### src/cache_pkg.sv
// Memory system shared definitions
package cache_pkg;

   // Word and address geometry
   localparam int word_w = 16;
   localparam int index_w = 8;
   localparam int tag_w = 5;
   localparam int word_sel_w = 2;

   // Cache organisation
   localparam int num_lines = 256;
   localparam int line_words = 4;

   // Interleaved main memory
   localparam int num_banks = 4;
   localparam int row_w = 13;
   localparam int bank_lat = 2;

   // Controller states
   localparam int state_w = 3;
   localparam logic [state_w-1:0] st_idle = 3'd0;
   localparam logic [state_w-1:0] st_comp = 3'd1;
   localparam logic [state_w-1:0] st_wb = 3'd2;
   localparam logic [state_w-1:0] st_fill = 3'd3;
   localparam logic [state_w-1:0] st_done = 3'd4;
   localparam logic [state_w-1:0] st_err = 3'd5;

   // One address word seen by the cache and by the banks
   // Word select and bank number share bits 2:1
   typedef union packed {
      struct packed {
         logic [index_w-1:0] index;
         logic [tag_w-1:0] tag;
         logic [word_sel_w-1:0] word_sel;
         logic byte_sel;
      } cache;
      struct packed {
         logic [row_w-1:0] row;
         logic [word_sel_w-1:0] bank;
         logic byte_sel;
      } bank;
   } addr_u;

endpackage

### src/bank_dispatch.sv
// Memory request dispatcher
`timescale 1ns/10ps

module bank_dispatch (
   input  logic clk,
   input  logic rst,
   input  logic mem_rd,
   input  logic mem_wr,
   input  logic [cache_pkg::word_w-1:0] mem_addr,
   input  logic [cache_pkg::word_w-1:0] mem_wdata,
   output logic mem_busy,
   output logic [cache_pkg::num_banks-1:0] bank_req,
   output logic [cache_pkg::num_banks-1:0] bank_we,
   output logic [cache_pkg::num_banks-1:0][cache_pkg::row_w-1:0] bank_row,
   output logic [cache_pkg::num_banks-1:0][cache_pkg::word_w-1:0] bank_wdata,
   input  logic [cache_pkg::num_banks-1:0] bank_busy
);

   cache_pkg::addr_u a;
   // One-hot bank select
   logic [cache_pkg::num_banks-1:0] sel;

   assign a = mem_addr;

   always_comb begin
      sel = '0;
      sel[a.bank.bank] = 1'b1;
   end

   // Request reaches only the addressed bank, and only when it is free
   assign bank_req = {cache_pkg::num_banks{mem_rd || mem_wr}} & sel & ~bank_busy;
   assign bank_we = {cache_pkg::num_banks{mem_wr}} & sel;

   // Row and data fan out to every bank
   always_comb begin
      for (int i = 0; i < cache_pkg::num_banks; i++) begin
         bank_row[i] = a.bank.row;
         bank_wdata[i] = mem_wdata;
      end
   end

   assign mem_busy = bank_busy[a.bank.bank];

   // Controller never reads and writes in one cycle
   a_rd_wr_excl : assert property (
      @(posedge clk) disable iff (rst) !(mem_rd && mem_wr)
   );

endmodule

### config.mk
export PLATFORM = sky130hd
export DESIGN_NAME = bank_dispatch
export DESIGN_NICKNAME = d
export VERILOG_FILES = /design/src/cache_pkg.sv /design/src/bank_dispatch.sv
export SDC_FILE = /design/constraint.sdc
export NUM_CORES = 1
export LEC_CHECK = 0
export BUFFER_PORTS_ARGS = -buffer_cell sky130_fd_sc_hd__clkbuf_2
export CAP_MARGIN = 25
export CORE_MARGIN = 5
export CORE_UTILIZATION = 26
export DETAILED_ROUTE_END_ITERATION = 7
export PLACE_DENSITY = 0.88
export SETUP_SLACK_MARGIN = 0.1
export SLEW_MARGIN = 40
export SYNTH_ARGS = -nofsm -noshare
export SYNTH_HDL_FRONTEND = slang
export SYNTH_SLANG_ARGS = --single-unit
### constraint.sdc
create_clock -name vclk -period 0.8
set_input_delay 0 -clock vclk [all_inputs]
set_output_delay 0 -clock vclk [all_outputs]
set_load 0.01 [all_outputs]
* Word level (Yosys, flattened, before mapping)
Index checks and enable logic that the tools add are counted.
** Word-level totals
- Register bits after elaboration :: 0
- Output and inout port bits :: 125
** Cells by class
- Magnitude comparators :: 2
- Muxes and demuxes :: 4
- Bitwise gates (word level) :: 4
- Reductions and logical operators :: 2
** Operator list (number)
- $and A4 B4 Y4 :: 3
- $not A4 Y4 :: 1
- $lt A2 B3 Y1 const B :: 1
- $bmux W1 S2 :: 1
- $demux W1 S2 :: 1
- $ge A2 B1 Y1 const B :: 1
- $mux W1 :: 2
- $logic_and A1 B1 Y1 :: 1
- $logic_or A1 B1 Y1 :: 1

* Logic depth before layout (Yosys ltp)
- Depth in word-level cells :: 6
- Mapped depth :: 3
- Mapped depth without buffers :: 2

* Worst setup path after synthesis
Ideal clock, no wire load.
- Kind :: input to output
- From :: input mem_addr[2] in the netlist's numbering
- To :: output bank_req[1] in the netlist's numbering
- Arrival :: 633 ps
- Slack :: 167 ps
- Stages :: 2
- Path buffers :: 1
- Cell sequence :: clkbuf_2 -> nor4b_1
** Between the ends
- Cells in the longest elaborated chain, start to end :: 6
- Elaborated cells on any way between the ends :: 7
- Those cells by class :: 2 x order compare; 2 x mux; 2 x bitwise; 1 x reduce/logical
** Ends and longest elaborated chain
- from (decl) :: line bank_dispatch.sv:9 : input logic [cache_pkg::word_w-1:0] mem_addr,
- $lt A2 B3 Y1 (not written as such) / $ge A2 B1 Y1 (equally long branches) :: line bank_dispatch.sv:27 : sel[a.bank.bank] = 1'b1;
- $logic_and A1 B1 Y1 (not written as such) :: line bank_dispatch.sv:27
- $mux W1 (not written as such) :: line bank_dispatch.sv:27
- $demux W1 S2 * :: line bank_dispatch.sv:27
- $and A4 B4 Y4 * (2 in series) :: line bank_dispatch.sv:31 : assign bank_req = {cache_pkg::num_banks{mem_rd || mem_wr}} & sel & ~bank_busy;
- to (decl) :: line bank_dispatch.sv:12 : output logic [cache_pkg::num_banks-1:0] bank_req,
Every way passes the cells marked *; elsewhere a longest branch is shown, timed or not.

* Final worst setup path
- From :: input mem_addr[1] in the netlist's numbering
- To :: output mem_busy
** Between the ends
- Cells in the longest elaborated chain, start to end :: 2
** Ends and longest elaborated chain
- $bmux W1 S2 :: line bank_dispatch.sv:42 : assign mem_busy = bank_busy[a.bank.bank];
- $mux W1 (not written as such) :: line bank_dispatch.sv:42
- to (decl) :: line bank_dispatch.sv:11 : output logic mem_busy,
Every way passes these cells. The select of a mux whose other input is x is not followed.

==> flow_summary.ini <==
[status]
outcome = finished, final reports clean

[cells_and_area]
final_nets = 71
seq_cells = 0
utilization_pct = 8.24
clock_buffers = 0
n_fill_cell = 415
seq_area_um2 = 0
synthToLayoutAreaGrowth_pct = -69.3
stdcell_count = 77
insertedDiodeCount = 0
drive_gt1_share_pct = 93.1

[floorplanning]
coreArea_um2 = 3660
die_w_um = 71.4
io_pins = 165
start_util_pct = 26.8
die_y_um = 71.4
rows = 22
die-area_um2 = 5100

[power]
switching_power_w = 0.0000568
p_int_w = 0.0000703
seq_power_share_pct = 0
ir_worst_vdd_v = 0.0000335
p_comb_share_pct = 100.0
clkPwrFrac_pct = 0
p_leak_nw = 0.127
switching_share_pct = 44.7
cellPowerDensity_nw_per_um2 = 421

[timing]
setup_violations = 0
rsz0062_at_grt = yes
hold_ws_ns = 0.00000658
fin_tns_setup_ns = 0
post-route-period-util_pct = 87.4
fin_crit_ns = 0.699
slew_viol_final = 0
slew_headroom_pct = 83.9
fmax_mhz = 1430
worst_slew_pin_slew_ns = 0.242
hold_viol = 0

[synth]
synth_cell_types = 12
synth.area.mux_share_pct = 2.30
syn_area_per_cell_um2 = 7.60
syn_nets = 169
netlist_instances = 129
synth_xor_area_share_pct = 0
synthesis.area_um2 = 981
yosys.area_share.simple_pct = 7.27
ys_seq_area_share_pct = 0
synth-warning-count = 0
synth_top_family_by_area = buffers and inverters
synth_compound_area_share_pct = 0
synth_adder_area_share_pct = 0

[setup_path]
worstPathRequired_ns = 0.80
path_max_fanout = 2
crit_path_end_kind = output port
critPathLaunchType = input pin
startpoint = mem_addr[1]
critical_path_class = input pin to output port
crit_arrival_ns = 0.70

[routing]
vias = 233
wl_mm = 1.07
routed_via_density = 3.03
drtPass1Iterations = 2
ant_nets = 0
drc = 0
drtIter0Drc = 1
wl_per_cell_um = 13.9

[grt]
grt_max_degree = 10
grt_pass1_wl_mm = 1.48
globalRouteOverflowTotal = 0
use_met3_pct = 3.37
grt.total_usage_pct = 3.39
top_usage_layer = met2
use_met1_pct = 1.49
grt_pass1_vias = 276
grt_util_met2_pct = 5.61
antenna_found_initial = 0

[job]
drv_cap = 0

[placed_design]
hpwl_um = 821
dp_cells = 77
portBuffers = 17
globalplace.congestion = 0.604

[hold_path]
min_from = mem_wdata[2]
hold-path-cell-count = 0
hold_class = input pin to output port

[cts]
ctsHoldBuffers = 0
## through the flow
stage               total power [W]  area [um^2]  setup WS (ns)
global placement          0.0000957          246         0.0784
detailed placement        0.0000987          246         0.0730
floorplan                  0.000651          981          0.167
finish                     0.000127          302          0.101
global route               0.000138          302         0.0909
CTS                        0.000103          259         0.0723
## cell usage after synthesis (all sizes together)
cell type | instances | area (um^2)
nor2 | 1 | 3.75
nor4b | 2 | 17.5
and3b | 2 | 20.0
clkbuf | 1 | 5.00
nor4 | 1 | 6.26
nor3 | 1 | 5.00
nor3b | 1 | 7.51
and3 | 1 | 7.51
nand2 | 1 | 3.75
buf | 117 | 882
mux4 | 1 | 22.5
## timing repair
item                                    CTS  global route
pin swaps                                 0             0
setup buffers                             0             0
endpoints found under the setup margin    3             5
cloned                                    0             0
resized for setup                         2            12
## power by group through the flow
| stage | Combinational (W) | Clock, W | Sequential (W) |
|---|---|---|---|
| global route | 0.000138 | 0 | 0 |
| floorplan | 0.000651 | 0 | 0 |
| detailed placement | 0.0000987 | 0 | 0 |
| global placement | 0.0000957 | 0 | 0 |
| CTS | 0.000103 | 0 | 0 |
| finish | 0.000127 | 0 | 0 |
## worst max-delay path, cell delays in order
cell    delay [ns]
buf_8         0.07
mux4_2        0.49
buf_6         0.14
## kinds of logic after synthesis
group / Yosys count
buf+inv: 118
mux: 1
simple gates: 10
## layout make-up
cell class | count | area (um^2) | share of cell area [%]
timing repair buffer | 18 | 121 | 40.2
multi-input combinational | 11 | 120 | 39.8
tap | 48 | 60.1 | 19.9
## placed cells by master, fill, tap and decap left out
master    instances
and3_2            1
and3b_2           2
buf_2             1
buf_4             1
buf_6             3
buf_8             1
clkbuf_2         12
mux4_2            1
nand2_1           1
nor2_2            1
nor3_2            1
nor3b_1           1
nor4_2            1
nor4b_2           2
## final timing paths
| kind | endpoint | slack [ns] |
|---|---|---|
| worst max-delay path | mem_busy | 0.10 |
| worst min-delay path | bank_wdata[18] | 0.000007 |
## metal layers
layer | wire length [um] | vias to the layer above
met5 | 0 | -
met2 | 518 | 49
met1 | 141 | 87
li1 | - | 83
met3 | 336 | 14
met4 | 73 | 0
No activity file was read; power rests on OpenSTA's default activity.
