--- src/cache_pkg.sv ---
// Memory system shared definitions
package cache_pkg;

   // Word and address geometry
   localparam int word_w = 16;
   localparam int index_w = 8;
   localparam int tag_w = 5;
   localparam int word_sel_w = 2;

   // Cache organisation
   localparam int num_lines = 256;
   localparam int line_words = 4;

   // Interleaved main memory
   localparam int num_banks = 4;
   localparam int row_w = 13;
   localparam int bank_lat = 2;

   // Controller states
   localparam int state_w = 3;
   localparam logic [state_w-1:0] st_idle = 3'd0;
   localparam logic [state_w-1:0] st_comp = 3'd1;
   localparam logic [state_w-1:0] st_wb = 3'd2;
   localparam logic [state_w-1:0] st_fill = 3'd3;
   localparam logic [state_w-1:0] st_done = 3'd4;
   localparam logic [state_w-1:0] st_err = 3'd5;

   // One address word seen by the cache and by the banks
   // Word select and bank number share bits 2:1
   typedef union packed {
      struct packed {
         logic [index_w-1:0] index;
         logic [tag_w-1:0] tag;
         logic [word_sel_w-1:0] word_sel;
         logic byte_sel;
      } cache;
      struct packed {
         logic [row_w-1:0] row;
         logic [word_sel_w-1:0] bank;
         logic byte_sel;
      } bank;
   } addr_u;

endpackage

--- src/bank_collect.sv ---
// Bank read return merge
`timescale 1ns/10ps

module bank_collect (
   input  logic [cache_pkg::num_banks-1:0] bank_rvalid,
   input  logic [cache_pkg::num_banks-1:0][cache_pkg::word_w-1:0] bank_rdata,
   output logic mem_rvalid,
   output logic [cache_pkg::word_w-1:0] mem_rdata,
   output logic [cache_pkg::word_sel_w-1:0] mem_rword
);

   // Bank number doubles as word index within the block
   always_comb begin
      mem_rvalid = |bank_rvalid;
      mem_rdata = '0;
      mem_rword = '0;
      for (int i = 0; i < cache_pkg::num_banks; i++) begin
         if (bank_rvalid[i]) begin
            mem_rdata = bank_rdata[i];
            mem_rword = i[cache_pkg::word_sel_w-1:0];
         end
      end
   end

   // One issue per cycle means one return per cycle
   always_comb begin
      a_one_return : assert ($onehot0(bank_rvalid));
   end

endmodule

--- config.mk ---
export PLATFORM = sky130hd
export DESIGN_NAME = bank_collect
export DESIGN_NICKNAME = d
export VERILOG_FILES = /design/src/cache_pkg.sv /design/src/bank_collect.sv
export SDC_FILE = /design/constraint.sdc
export NUM_CORES = 1
export LEC_CHECK = 0
export BUFFER_PORTS_ARGS = -buffer_cell sky130_fd_sc_hd__buf_2
export CAP_MARGIN = 20
export CORE_MARGIN = 5
export CORE_UTILIZATION = 30
export DETAILED_ROUTE_END_ITERATION = 7
export PLACE_DENSITY = 0.94
export SLEW_MARGIN = 20
export SYNTH_ARGS = -nofsm -noshare
export SYNTH_HDL_FRONTEND = slang
export SYNTH_SLANG_ARGS = --single-unit
--- constraint.sdc ---
create_clock -name vclk -period 1.8
set_input_delay 0.36 -clock vclk [all_inputs]
set_output_delay 0.36 -clock vclk [all_outputs]
set_load 0.01 [all_outputs]
# --- Word level (Yosys, flattened, before mapping) ---
# Index checks and enable logic that the tools add are counted.
op_classes:
  muxes: 7
  reduce_logical: 1
op_table:
  columns: ["op", "n"]
  rows:
  - ["two-way mux 16 bit", 4]
  - ["two-way mux 2 bit", 2]
  - ["OR reduction 4 bit", 1]
  - ["two-way mux 1 bit", 1]
totals:
  register_bits: 0
  input_bits: 68
  out_inout_bits: 19
  word_cells: 8

# --- Longest topological paths before layout ---
# Gate-level depths: netlist of run 1.
logic_depth:
  word_depth: 4
  depth_mapped: 5

# --- Least setup slack after synthesis of run 1 ---
# OpenSTA, ideal clock, no wires.
synth_timing:
  path_kind: "input -> output"
  from: "in bank_rvalid[3] (netlist name)"
  to: "out mem_rdata[10] (netlist name)"
  arrival_ps: 1203
  required_ps: 1440
  slack_ps: 237
  cell_stages: 5
  path_buffers: 2
  cell_sequence: "buf_6 nor4b_4 buf_6 nand2_1 o21ai_1"
synth_via:
  elab_chain_cells: 1
synth_lines:
  columns: ["element", "line_no", "text"]
  rows:
  - ["start, declared", "bank_collect.sv:5", "input logic [cache_pkg::num_banks-1:0] bank_rvalid,"]
  - ["two-way mux 16 bit", "bank_collect.sv:18", "if (bank_rvalid[i]) begin"]
  - ["end, declared", "bank_collect.sv:8", "output logic [cache_pkg::word_w-1:0] mem_rdata,"]
# No other way between the ends.

# --- Worst setup path in the final report of run 1 ---
layout_timing:
  from: "in bank_rvalid[1] (netlist name)"
  to: "out mem_rdata[14] (netlist name)"
layout_via:
  elab_chain_cells: 3
layout_lines:
  columns: ["element", "line_no"]
  rows:
  - ["two-way mux 16 bit (3 in a row)", "bank_collect.sv:18"]
# No other way between the ends.

==> reports/qor.txt, run 1 <==
CP most frequent cell: buf_6
Area contributors post-synth: a221oi_2, nor2b_1, o21ai_1
Non-Filler Instances: 195
maxcap violations: 0
antenna viol nets, final: 0
initial core utilization: 32.1%
Cell variety after synth: 14
DRT iter0 DRCs: 4
boundary pin count: 87
dominant cell type by area after synthesis: a221oi_2
Final min period: 1.75 ns
net count reported at finish: 240
CP max stage cell: nor4b_4
Relative slew margins: 77.5%
pin count of the biggest net entering global routing: 20
CP max stage delay: 0.36 ns
Worst EP required: 1.44 ns
Max Clk Rate: 570 MHz
Commonest cells post-synth: nand2_1, nor2b_1, o21ai_1
Mapped Area: 561 um2
drt pass-1 iters: 2
Final Hold Viols: 0
mux contribution to synthesized area: 0%
pwr dens: 232 mW/mm2
Vias: 939
DR vias/cell: 4.82
global-route wire length before repair: 3.50 mm
delay-heaviest family, CP: buffers and inverters
Design Power: 258 uW
Post-Place Cells: 192
Post-DP HPWL: 1.99 mm
grt total ovfl: 0
Horiz. Die Dim: 53.2 um
Port Buf Inserts: 87
syn_area_per_cell: 7.10 um2
Post-Synth XOR/XNOR Area: 0%
Die H: 53.2 um
CP max FO: 5
initial antenna violation count: 0
maximum VDD drop: 135 uV
hold crit path type: primary input to output pin
clock buffer count: 0
Leak: 0.000561 uW
warnings from Yosys: 0
WL/cell: 12.3 um
CP Launch Type: primary input
Worst Tran Pin Value: 0.336 ns
Setup crit end kind: output pin
Site Rows: 15
antenna diode count: 0
Setup WS post-layout: 0.0462 ns
period utilization: 97.4%
Core Box Area: 0.00175 mm2
gr usage total: 15.4%
synth-to-layout area growth: 98.9%
gpl congestion: 0.684
Yosys top cell area share: 24.1%
crit path kind: primary input to output pin
Critical Path AT: 1.39 ns
ratio of cells with drive above 1 in the final layout: 72.4%
syn nets: 147
drt drc: 0
storage element area: 0 um2
Setup-failing EPs final: 0
post-synthesis adder-cell area fraction: 0%
largest family of logic cells by synthesized area: compound AO/OA/AOI/OAI gates
unrepaired setup endpoints after global routing: true
Compound-Gate Fraction of Synth Area: 50.2%
fraction of the mapped netlist area in simple logic gates: 37.5%
routed wire length: 2.39 mm
Seq Cell Count: 0
vias in the first global route: 874
CP Cell Sequence: buf_6 > buf_6 > nor4b_4 > buf_4 > nand2_1 > o21ai_1 > buf_2
dpl ws: -0.0769 ns
max-slew violations: 0
Hold Slack: 1.01 ns
Syn Inst Count: 79
hold_buf cts: 0
Die ar.: 0.00283 mm2
Seq/Total Area, Yosys: 0%
Buf/Inv on CP: 4
outcome: completed
-- cells in the final DEF (no fill, tap or decap), types with 2 or more instances in the layout --
| cell type | n |
|---|---|
| a221oi_1 | 6 |
| a221oi_2 | 9 |
| buf_2 | 86 |
| buf_4 | 10 |
| buf_6 | 3 |
| nand2_1 | 8 |
| nand2_2 | 8 |
| nor2b_1 | 15 |
| o21ai_1 | 12 |
| o21ai_2 | 4 |
| or2_1 | 2 |
-- final timing paths --
check,end,cells past startpoint,from
min,mem_rvalid,3,bank_rvalid[0]
max,mem_rdata[14],7,bank_rvalid[1]
-- timing repair --
action,4_1_cts,5_1_grt
endpoints found under the setup margin,9,16
buffers inserted,1,1
pin swaps,2,16
cloned,1,0
gates resized for setup,6,14
-- cell type report --
cell class | count | area, um2
Fill cell | 183 | 631
Timing Repair Buffer | 100 | 554
Multi-Input combinational cell | 70 | 529
Tap cell | 25 | 31.3
-- routing by layer --
metal | wire length [um] | GRT usage [%]
met1 | 898 | 17.0
met2 | 1170 | 30.4
met3 | 329 | 3.94
met4 | 0 | 0
met5 | 0 | 0
-- cell families (layout without fill, tap and decap cells) --
logic type,Yosys count,in the layout
AO/OA/AOI/OAI,33,33
AND/OR/NAND/NOR,37,37
buffers and inverters,9,100
-- worst min-delay path: stages --
cell and delay (ns):
buf_2 0.09, or3_1 0.09, buf_2 0.12
-- through the flow --
step | instance area (um2) | setup TNS [ns] | util, %
global placement | 1030 | -0.274 | 59.2
finish | 1110 | 0 | 63.9
global route | 1110 | -0.241 | 63.9
CTS | 1060 | 0 | 60.9
detailed placement | 1030 | -0.495 | 59.2
floorplan | 561 | 0 | -
-- power by group --
| part | switching (uW) | leakage [uW] | internal, uW | total [uW] |
|---|---|---|---|---|
| registers | 0 | 0 | 0 | 0 |
| logic | 116 | 0.000561 | 142 | 258 |
| clock network | 0 | 0 | 0 | 0 |
Note: power is estimated with default switching activity, not from simulation.
==> run 2, diff against run 1 <==
--- a/config.mk
+++ b/config.mk
@@ -10,6 +10,7 @@
 export CORE_MARGIN = 5
 export CORE_UTILIZATION = 30
 export DETAILED_ROUTE_END_ITERATION = 7
+export MAX_ROUTING_LAYER = met4
 export PLACE_DENSITY = 0.94
 export SLEW_MARGIN = 20
 export SYNTH_ARGS = -nofsm -noshare
==> run 2 against run 1 <==
  * Count of clock-buffer cells in the layout unchanged
  * Non-clock buffer count unchanged
  * Cell count unchanged
  * Critical path type unchanged
  * Largest cell class unchanged
==> reports/qor.txt, run 2 (same netlist as run 1, synthesis figures left out) <==
outcome: completed (unchanged)
Setup-failing EPs final: 0 (unchanged)
CP Launch Type: primary input (unchanged)
Final Hold Viols: 0 (unchanged)
Max Clk Rate: 569 MHz (was 570 MHz)
Worst Hold Depth: 3 (unchanged)
Port Buf Inserts: 87 (unchanged)
Post-DP HPWL: 1.99 mm (unchanged)
crit path kind: primary input to output pin (unchanged)
drt pass-1 iters: 3 (was 2)
DR vias/cell: 4.83 (was 4.82)
met1 GRT Util: 17.8% (was 17.0%)
Worst EP required: 1.44 ns (about the same)
WL/cell: 12.3 um (about the same)
Final min period: 1.76 ns (was 1.75 ns)
met2 Use GR: 30.4% (unchanged)
boundary pin count: 87 (unchanged)
hold_sp: bank_rvalid[0] (unchanged)
commonest non-fill, non-tap cell in the layout: buf_2 (unchanged)
Most Crowded Layer GR: met2 (unchanged)
pwr dens: 232 mW/mm2 (about the same)
routed wire length: 2.41 mm (was 2.39 mm)
CP most frequent cell: buf_6 (unchanged)
net count reported at finish: 240 (unchanged)
hold endpoint: mem_rvalid (unchanged)
Vias: 942 (was 939)
Core Box Area: 0.00175 mm2 (unchanged)
CP max stage cell: nor4b_4 (unchanged)
antenna diode count: 0 (unchanged)
initial antenna violation count: 0 (unchanged)
met3 usage in global routing: 2.54% (was 3.94%)
unrepaired setup endpoints after global routing: true (unchanged)
Critical Path AT: 1.40 ns (was 1.39 ns)
vias in the first global route: 874 (unchanged)
Setup crit end kind: output pin (unchanged)
CP Cell Sequence: buf_6 > buf_6 > nor4b_4 > buf_4 > nand2_1 > o21ai_1 > buf_2 (unchanged)
pin count of the biggest net entering global routing: 20 (unchanged)
gpl congestion: 0.691 (was 0.684)
gr usage total: 15.8% (was 15.4%)
hold crit path type: primary input to output pin (unchanged)
commonest non-fill, non-tap cells in the layout: buf_2, nor2b_1, o21ai_1 (unchanged)
storage element area: 0 um2 (unchanged)
Die ar.: 0.00283 mm2 (unchanged)
CP max FO: 5 (unchanged)
Relative slew margins: 77.6% (was 77.5%)
Worst Tran Pin Value: 0.334 ns (was 0.336 ns)
synth-to-layout area growth: 98.9% (unchanged)
period utilization: 97.6% (was 97.4%)
Site Rows: 15 (unchanged)
placed inst area: 0.00103 mm2 (unchanged)
Horiz. Die Dim: 53.2 um (unchanged)
maximum VDD drop: 135 uV (about the same)
global-route wire length before repair: 3.50 mm (unchanged)
ratio of cells with drive above 1 in the final layout: 72.4% (unchanged)
Seq Cell Count: 0 (unchanged)
Hold Slack: 1.01 ns (about the same)
CP max stage delay: 0.36 ns (about the same)
Die H: 53.2 um (unchanged)
delay-heaviest family, CP: buffers and inverters (unchanged)
initial core utilization: 32.1% (unchanged)
Leak: 0.000561 uW (unchanged)
drt drc: 0 (unchanged)
grt total ovfl: 0 (unchanged)
maxcap violations: 0 (unchanged)
clock buffer count: 0 (unchanged)
DRT iter0 DRCs: 14 (was 4)
final instance area: 0.00111 mm2 (unchanged)
max-slew violations: 0 (unchanged)
Buf/Inv on CP: 4 (unchanged)
antenna viol nets, final: 0 (unchanged)
run 2: worst max-delay path by stage:
stage	slack (ns)	from	to	cells past startpoint
after floorplan	0.24	bank_rvalid[3]	mem_rdata[10]	5
after global placement	-0.04	bank_rvalid[1]	mem_rdata[12]	6
after detailed placement	-0.08	bank_rvalid[2]	mem_rdata[12]	6
after CTS	0.02	bank_rvalid[2]	mem_rdata[12]	7
after global routing	-0.04	bank_rvalid[1]	mem_rdata[4]	7
final	0.04	bank_rvalid[1]	mem_rdata[14]	7
run 2: timing repair:
item | 4_1_cts | 5_1_grt
pin swaps | 2 | 16
gates cloned | 1 | 0
resized for setup | 6 | 14
endpoints found under the setup margin | 9 | 16
hold buffers | 0 | 0
setup buffers | 1 | 1
run 2: final cells by class:
| type | instances | area (um2) |
|---|---|---|
| repair buffers | 100 | 554 |
| multi-input cells | 70 | 529 |
| well taps | 25 | 31.3 |
| fillers | 183 | 631 |
run 2: worst min-delay path, delay by kind of cell:
family | cells | cell delay, ns
buffers and inverters | 2 | 0.21
and+or+nand+nor | 1 | 0.09
run 2: layer usage:
metal  vias to the layer above  wire length, um
met4                         0                0
met3                         0              293
met5                         -                0
met2                        54             1170
li1                        477                -
met1                       411              940
run 2: stage by stage:
stage / std cells / setup slack, ns / setup TNS [ns] / utilization (%) / power [uW]
finish: 195 / 0.0437 / 0 / 63.9 / 259
global route: 195 / -0.0439 / -0.241 / 63.9 / 285
CTS: 194 / 0.0157 / 0 / 60.9 / 249
detailed placement: 192 / -0.0769 / -0.495 / 59.2 / 243
global placement: 192 / -0.0397 / -0.274 / 59.2 / 238
floorplan: 79 / 0.237 / 0 / - / 118
run 2: power breakdown:
group,switching [uW],internal (uW)
clock,0,0
sequential,0,0
combinational,116,142
total,116,142
