`src/cache_pkg.sv`:
```
// Memory system shared definitions
package cache_pkg;

   // Word and address geometry
   localparam int word_w = 16;
   localparam int index_w = 8;
   localparam int tag_w = 5;
   localparam int word_sel_w = 2;

   // Cache organisation
   localparam int num_lines = 256;
   localparam int line_words = 4;

   // Interleaved main memory
   localparam int num_banks = 4;
   localparam int row_w = 13;
   localparam int bank_lat = 2;

   // Controller states
   localparam int state_w = 3;
   localparam logic [state_w-1:0] st_idle = 3'd0;
   localparam logic [state_w-1:0] st_comp = 3'd1;
   localparam logic [state_w-1:0] st_wb = 3'd2;
   localparam logic [state_w-1:0] st_fill = 3'd3;
   localparam logic [state_w-1:0] st_done = 3'd4;
   localparam logic [state_w-1:0] st_err = 3'd5;

   // One address word seen by the cache and by the banks
   // Word select and bank number share bits 2:1
   typedef union packed {
      struct packed {
         logic [index_w-1:0] index;
         logic [tag_w-1:0] tag;
         logic [word_sel_w-1:0] word_sel;
         logic byte_sel;
      } cache;
      struct packed {
         logic [row_w-1:0] row;
         logic [word_sel_w-1:0] bank;
         logic byte_sel;
      } bank;
   } addr_u;

endpackage

```
`src/cache_ctrl.sv`:
```
// Cache controller FSM
`timescale 1ns/10ps

module cache_ctrl (
   input  logic clk,
   input  logic rst,
   input  logic [cache_pkg::word_w-1:0] addr,
   input  logic [cache_pkg::word_w-1:0] wdata,
   input  logic rd,
   input  logic wr,
   output logic [cache_pkg::word_w-1:0] rdata,
   output logic done,
   output logic cache_hit,
   output logic stall,
   output logic err,
   output logic arr_en,
   output logic arr_cmp,
   output logic arr_write,
   output logic arr_valid_in,
   output logic arr_dirty_in,
   output logic [cache_pkg::index_w-1:0] arr_index,
   output logic [cache_pkg::tag_w-1:0] arr_tag,
   output logic [cache_pkg::word_sel_w-1:0] arr_word_sel,
   output logic [cache_pkg::word_w-1:0] arr_wdata,
   input  logic arr_hit,
   input  logic arr_valid,
   input  logic arr_dirty,
   input  logic [cache_pkg::tag_w-1:0] arr_tag_out,
   input  logic [cache_pkg::word_w-1:0] arr_rdata,
   output logic mem_rd,
   output logic mem_wr,
   output logic [cache_pkg::word_w-1:0] mem_addr,
   output logic [cache_pkg::word_w-1:0] mem_wdata,
   input  logic mem_busy,
   input  logic mem_rvalid,
   input  logic [cache_pkg::word_sel_w-1:0] mem_rword,
   input  logic [cache_pkg::word_w-1:0] mem_rdata
);

   logic [cache_pkg::state_w-1:0] state;
   logic [cache_pkg::state_w-1:0] state_nx;
   // Issued words with bit 2 set once all four fill reads are sent
   logic [2:0] cnt;
   // Returned fill words
   logic [1:0] ret_cnt;
   logic mem_take;

   // Latched request
   cache_pkg::addr_u req_a;
   cache_pkg::addr_u mem_a;
   logic [cache_pkg::word_w-1:0] req_wdata;
   logic req_wr;
   logic [cache_pkg::word_w-1:0] rdata_q;

   assign mem_take = (mem_rd || mem_wr) && !mem_busy;

   // Next state
   always_comb begin
      state_nx = state;
      case (state)
         cache_pkg::st_idle: begin
            if (rd && wr) begin
               state_nx = cache_pkg::st_err;
            end else if (rd || wr) begin
               state_nx = cache_pkg::st_comp;
            end
         end
         cache_pkg::st_comp: begin
            if (arr_hit) begin
               state_nx = cache_pkg::st_idle;
            end else if (arr_valid && arr_dirty) begin
               state_nx = cache_pkg::st_wb;
            end else begin
               state_nx = cache_pkg::st_fill;
            end
         end
         cache_pkg::st_wb: begin
            // Last evicted word accepted
            if (mem_take && cnt[1:0] == 2'd3) begin
               state_nx = cache_pkg::st_fill;
            end
         end
         cache_pkg::st_fill: begin
            if (mem_rvalid && ret_cnt == 2'd3) begin
               state_nx = cache_pkg::st_done;
            end
         end
         cache_pkg::st_done: state_nx = cache_pkg::st_idle;
         default: state_nx = cache_pkg::st_err;
      endcase
   end

   // State and counters
   always_ff @(posedge clk) begin
      if (rst) begin
         state <= cache_pkg::st_idle;
         cnt <= '0;
         ret_cnt <= '0;
      end else begin
         state <= state_nx;
         // Issue count restarts on every state change
         if (state_nx != state) begin
            cnt <= '0;
         end else if (mem_take) begin
            cnt <= cnt + 3'd1;
         end
         if (state == cache_pkg::st_fill && mem_rvalid) begin
            ret_cnt <= ret_cnt + 2'd1;
         end
      end
   end

   // Request capture and miss read word
   always_ff @(posedge clk) begin
      if (state == cache_pkg::st_idle && (rd || wr)) begin
         req_a <= addr;
         req_wdata <= wdata;
         req_wr <= wr;
      end
      if (state == cache_pkg::st_fill && mem_rvalid && mem_rword == req_a.cache.word_sel) begin
         rdata_q <= mem_rdata;
      end
   end

   // Cache array control
   always_comb begin
      arr_en = 1'b0;
      arr_cmp = 1'b0;
      arr_write = 1'b0;
      arr_valid_in = 1'b0;
      arr_dirty_in = 1'b0;
      arr_index = req_a.cache.index;
      arr_tag = req_a.cache.tag;
      arr_word_sel = req_a.cache.word_sel;
      arr_wdata = req_wdata;
      case (state)
         cache_pkg::st_comp: begin
            arr_en = 1'b1;
            arr_cmp = 1'b1;
            arr_write = req_wr && arr_hit;
         end
         cache_pkg::st_wb: begin
            // Read out the victim word being written back
            arr_en = 1'b1;
            arr_word_sel = cnt[1:0];
         end
         cache_pkg::st_fill: begin
            // Install each word as its bank returns it
            arr_en = mem_rvalid;
            arr_write = mem_rvalid;
            arr_valid_in = 1'b1;
            arr_word_sel = mem_rword;
            arr_wdata = mem_rdata;
         end
         cache_pkg::st_done: begin
            // Merge of write data on a write miss
            arr_en = req_wr;
            arr_cmp = 1'b1;
            arr_write = req_wr;
         end
         default: ;
      endcase
   end

   // Memory request address with the victim tag during write-back
   always_comb begin
      mem_a = req_a;
      mem_a.cache.byte_sel = 1'b0;
      mem_a.cache.word_sel = cnt[1:0];
      if (state == cache_pkg::st_wb) begin
         mem_a.cache.tag = arr_tag_out;
      end
   end

   assign mem_addr = mem_a;
   assign mem_wdata = arr_rdata;
   assign mem_wr = (state == cache_pkg::st_wb);
   assign mem_rd = (state == cache_pkg::st_fill) && !cnt[2];

   // Processor side
   assign stall = (state != cache_pkg::st_idle);
   assign err = (state == cache_pkg::st_err);
   assign cache_hit = (state == cache_pkg::st_comp) && arr_hit;
   assign done = cache_hit || (state == cache_pkg::st_done);
   assign rdata = (state == cache_pkg::st_comp) ? arr_rdata : rdata_q;

   // Processor honours stall
   a_no_strobe_in_stall : assert property (
      @(posedge clk) disable iff (rst) stall |-> !(rd || wr)
   );

   // Held-off request stays up with the same address
   a_hold_on_busy : assert property (
      @(posedge clk) disable iff (rst)
      ((mem_rd || mem_wr) && mem_busy) |=> ((mem_rd || mem_wr) && $stable(mem_addr))
   );

endmodule

```
`config.mk`:
```
export PLATFORM = sky130hd
export DESIGN_NAME = cache_ctrl
export DESIGN_NICKNAME = d
export VERILOG_FILES = /design/src/cache_pkg.sv /design/src/cache_ctrl.sv
export SDC_FILE = /design/constraint.sdc
export NUM_CORES = 1
export LEC_CHECK = 0
export ABC_CLOCK_PERIOD_IN_PS = 3600
export BUFFER_PORTS_ARGS = -buffer_cell sky130_fd_sc_hd__buf_2
export CORE_ASPECT_RATIO = 1.75
export CORE_MARGIN = 2
export CORE_UTILIZATION = 44
export CTS_CLUSTER_DIAMETER = 30
export CTS_CLUSTER_SIZE = 12
export DETAILED_ROUTE_END_ITERATION = 8
export PLACE_DENSITY = 0.81
export SETUP_SLACK_MARGIN = 0.02
export SLEW_MARGIN = 10
export SYNTH_ARGS = -nofsm -noshare
export SYNTH_HDL_FRONTEND = slang
export SYNTH_SLANG_ARGS = --single-unit
```
`constraint.sdc`:
```
create_clock -name clk -period 3.6 [get_ports clk]
set_input_delay 0.18 -clock clk [delete_from_list [all_inputs] [get_ports clk]]
set_output_delay 0.18 -clock clk [all_outputs]
set_load 0.005 [all_outputs]
```
## Yosys cells after proc, flatten, opt, wreduce, memory -nomap -nowiden

Cells that the tools add are included.

- Output and inout bits: 90
- Input port bits: 80
- Register bits after elaboration: 57
- Logic and storage cells: 54

- Reductions and logical operators: 21
- Muxes and demuxes: 15
- Eq/ne operators: 9
- $add $sub $neg: 2

Operators by type and width:

| operator | count |
|---|---|
| $mux 16 | 2 |
| $pmux 3 s5 | 1 |
| $mux 3 | 4 |
| $logic_and 1x1->1 | 11 |
| $eq 3x2->1 const B | 2 |
| $eq 3x3->1 const B | 2 |
| $pmux 1 s3 | 2 |
| $reduce_or 2->1 | 3 |
| $mux 5 | 1 |
| $eq 2x2->1 const B | 2 |
| $pmux 2 s2 | 1 |
| $add 3x1->3 const B | 1 |
| $eq 3x1->1 const B | 1 |
| $logic_not 3->1 | 1 |
| $logic_or 1x1->1 | 3 |
| $mux 1 | 3 |
| $ne 3x3->1 | 1 |
| $reduce_bool 3->1 | 1 |
| $add 2x1->2 const B | 1 |
| $eq 2x2->1 | 1 |
| $logic_not 1->1 | 2 |
| $mux 2 | 1 |

## Depth between registers and ports, before layout

- Depth after elaboration: 9
- Depth in mapped cells: 6
- Gate-level depth less buffers: 5

## Least setup slack after synthesis

OpenSTA, ideal clock, no wires.

- Kind: register to register
- Start point: register state[2] in the netlist's numbering
- End point: register rdata_q[0] in the netlist's numbering, enable pin
- Data required time: 3,191 ps
- Path slack: 1,036 ps
- Cell stages (with the launch flop): 6
- Arrival time: 2,155 ps
- Clock period less this slack: 2,564 ps
- Library setup time: 409 ps
- Path through: dfxtp_1 > buf_4 > and3b_1 > buf_2 > nand2_1 > nor3_1

- Cells in the longest elaborated chain, start to end: 3

Ends and longest elaborated chain:

| what | line | source |
|---|---|---|
| start, declared | cache_ctrl.sv:40 | `logic [cache_pkg::state_w-1:0] state;` |
| start signal, assigned | cache_ctrl.sv:96 | `state <= cache_pkg::st_idle;` |
| start signal, assigned | cache_ctrl.sv:100 | `state <= state_nx;` |
| $eq 3x2->1 | cache_ctrl.sv:120 | `if (state == cache_pkg::st_fill && mem_rvalid && mem_rword == req_a.cache.word_sel) begin` |
| $logic_and 1x1->1 (2 in series) | cache_ctrl.sv:120 |  |
| end signal, assigned | cache_ctrl.sv:121 | `rdata_q <= mem_rdata;` |
| end, declared | cache_ctrl.sv:53 | `logic [cache_pkg::word_w-1:0] rdata_q;` |

Every way passes these cells.
A chain may end at the register's enable or synchronous reset.

## Worst setup path after layout

- Start point: register state[0] in the netlist's numbering
- End point: register rdata_q[10] in the netlist's numbering, enable pin

The elaborated chain is that of the path after synthesis.

==> impl_metrics.yaml <==
detailed_routing:
  wire_per_inst_um: 14.45
  drt_wl_total_mm: 6.170
  drcViolationCount: 0
  ant_nets: 0
  vias: 2094
  drt-pass1-iter-count: 4
  viasPerCell: 4.904
  drt_iter0_markers: 71
synthesis:
  netlist-cell-type-count: 39
  synthArstFlopShare: 0
  synth_cells: 219
  synth.avg_cell_area_um2: 13.05
  yosys_warnings: 0
  synth_top_flop_cell: "edfxtp_1"
  syn_area_um2: 2859
  ys_ff_latch: 56
  synth_edf_count: 48
  ys_seq_area_frac: 0.5602
clocking:
  ctsResizeCount: 0
  clockBufferDepth: 2
  cts.sinks: 56
  htree_levels: 2
  path_clk_slew_ns: 0.11
  post-cts-setup-buffers: 0
  root_buffer: "clkbuf_8"
  cts_hold_buf: 0
  cts_tree: "built"
  cts_buffers: 5
  clock_latency_ns: 0.32
timing:
  finalSetupTns_ns: 0
  tightest_slew_ns: 0.8456
  rsz0062_at_grt: "no"
  hold_viol_final: 0
  drv_slew: 0
  finalCriticalPeriod_ns: 2.641
  clock_skew_ns: 0.01006
  finalCritPeriodShare: 0.7337
  max_freq_mhz: 378.6
  setup_ws_ns: 0.9588
  setup_viol: 0
  relSlewSlack: 0.4363
grt:
  grt_max_degree: 29
  grt_first_pass_wirelength_mm: 9.384
  grt_pass1_vias: 1980
  grt.overflow.total: 0
  antenna_found_initial: 0
  grt.total_usage: 0.1703
outcome:
  outcome: "completed"
finish:
  final_util: 0.5715
  final_common_cell: "buf_2"
  area.growth.synth_to_final_pct: 24.51
  drive_gt1_frac: 0.6369
  nets: 428
  layout_common_cells: "buf_2 (166), edfxtp_1 (48), mux2_2 (37)"
  num_antenna_cells: 0
worst_setup_path:
  endpoint_kind: "flop"
  crit_type: "reg -> reg"
  cp_cell_sequence: "and3b_1 -> nand2_1 -> nor3_2 -> buf_4"
  worst_path_max_delay_cell: "and3b_1"
  worstPathArrival_ns: 2.66
  crit_path_start_kind: "flop"
  critPathMaxFanout: 20
  cp_data_required_time_ns: 3.62
  cpPeakStageDelay_ns: 0.81
placed_design:
  pre_cts_slack_ns: 0.9833
  hpwl_mm: 4.886
  gp_congestion: 0.7895
  portBuffers: 166
floorplanning:
  std_cell_rows: 38
  initial_core_util: 0.4590
  core_um2: 6228
  die_h_um: 110.6
  dieArea_um2: 7184
  io_pins: 170
  die_width_um: 64.94
power_and_ir_drop:
  ir_worst_vdd_v: 0.0003565
  power_density_nw_per_um2: 431.6
  p_leak_nw: 1.584
run:
  max_cap_violations: 0
worst_hold_path:
  hp-class: "in -> reg"
[stage by stage]
| step | cells | area [um^2] | hold WS, ns | power [mW] |
|---|---|---|---|---|
| 6_report | 427 | 3560 | 0.02520 | 1.536 |
| 3_3_place_gp | 419 | 3462 | 0.3569 | 1.180 |
| 3_5_place_dp | 419 | 3462 | 0.3581 | 1.189 |
| 4_1_cts | 427 | 3560 | 0.01437 | 1.553 |
| 5_1_grt | 427 | 3560 | 0.006828 | 1.617 |
| 2_1_floorplan | 220 | 2863 | 0.2491 | 1.059 |
[report_power, final]
group	internal, mW	switching, mW	total (mW)
logic	0.190	0.168	0.358
clock network	0.147	0.219	0.366
registers	0.775	0.0370	0.812
total	1.11	0.424	1.54
[kinds of logic (layout without fill, tap and decap cells)]
group	after synthesis	after routing	share of synthesized area
AND/OR/NAND/NOR	37	37	0.07177
other	1	2	0.001312
AO/OA/AOI/OAI	25	25	0.05908
multiplexers	39	39	0.1527
flip-flops	56	56	0.5602
XOR/XNOR	4	4	0.01225
buffers and inverters	55	182	0.1339
adder cells (fa/ha/maj)	2	2	0.008751
[final cells by class]
type | count | area [um^2]
flip-flops and latches | 56 | 1602
clock inverters | 3 | 28.78
fillers | 537 | 2669
repair buffers | 169 | 853.3
inverters | 5 | 18.77
clock buffers | 5 | 68.82
well taps | 80 | 100.1
multi-input cells | 109 | 888.4
[Yosys cell counts (3+ instances only)]
| master | count | area [um^2] |
|---|---|---|
| edfxtp_1 | 48 | 1441 |
| mux2_2 | 37 | 416.7 |
| nand2b_1 | 3 | 18.77 |
| nand2_1 | 12 | 45.04 |
| nand3_1 | 3 | 15.01 |
| dfxtp_1 | 8 | 160.2 |
| clkbuf_1 | 3 | 11.26 |
| buf_2 | 3 | 15.01 |
| nor3_1 | 4 | 20.02 |
| inv_1 | 5 | 18.77 |
| o21ai_0 | 4 | 20.02 |
| a21oi_1 | 9 | 45.04 |
| buf_4 | 42 | 315.3 |
| xor2_1 | 4 | 35.03 |
[worst paths after layout]
check              from            to  slack [ns]  depth (start not counted)
max            state[0]   rdata_q[10]        0.96                          4
min            wdata[1]  req_wdata[1]        0.03                          1
max reg2reg    state[0]   rdata_q[10]        0.96                          4
min reg2reg  ret_cnt[1]    ret_cnt[1]        0.47                          2
[metal layers]
layer  GRT usage  vias to the layer above  share of wire
li1            -                     1009              -
met3     0.04379                        5          0.084
met1      0.1797                      970           0.36
met2      0.3120                      110           0.54
met5           0                        -              0
met4     0.06525                        0          0.015
[worst max-delay path, delay by kind of cell (launching register included)]
family	cells	cell delay, ns
flops	1	0.75
buf+inv	1	0.25
simple gates	3	1.33
[flip-flops by register name, indices dropped and copies added, names as in the netlist]
signal	count
state	3
req_wr	1
ret_cnt	2
rdata_q	16
req_wdata	16
req_a	15
cnt	3
(Power assumes the default switching activity.)
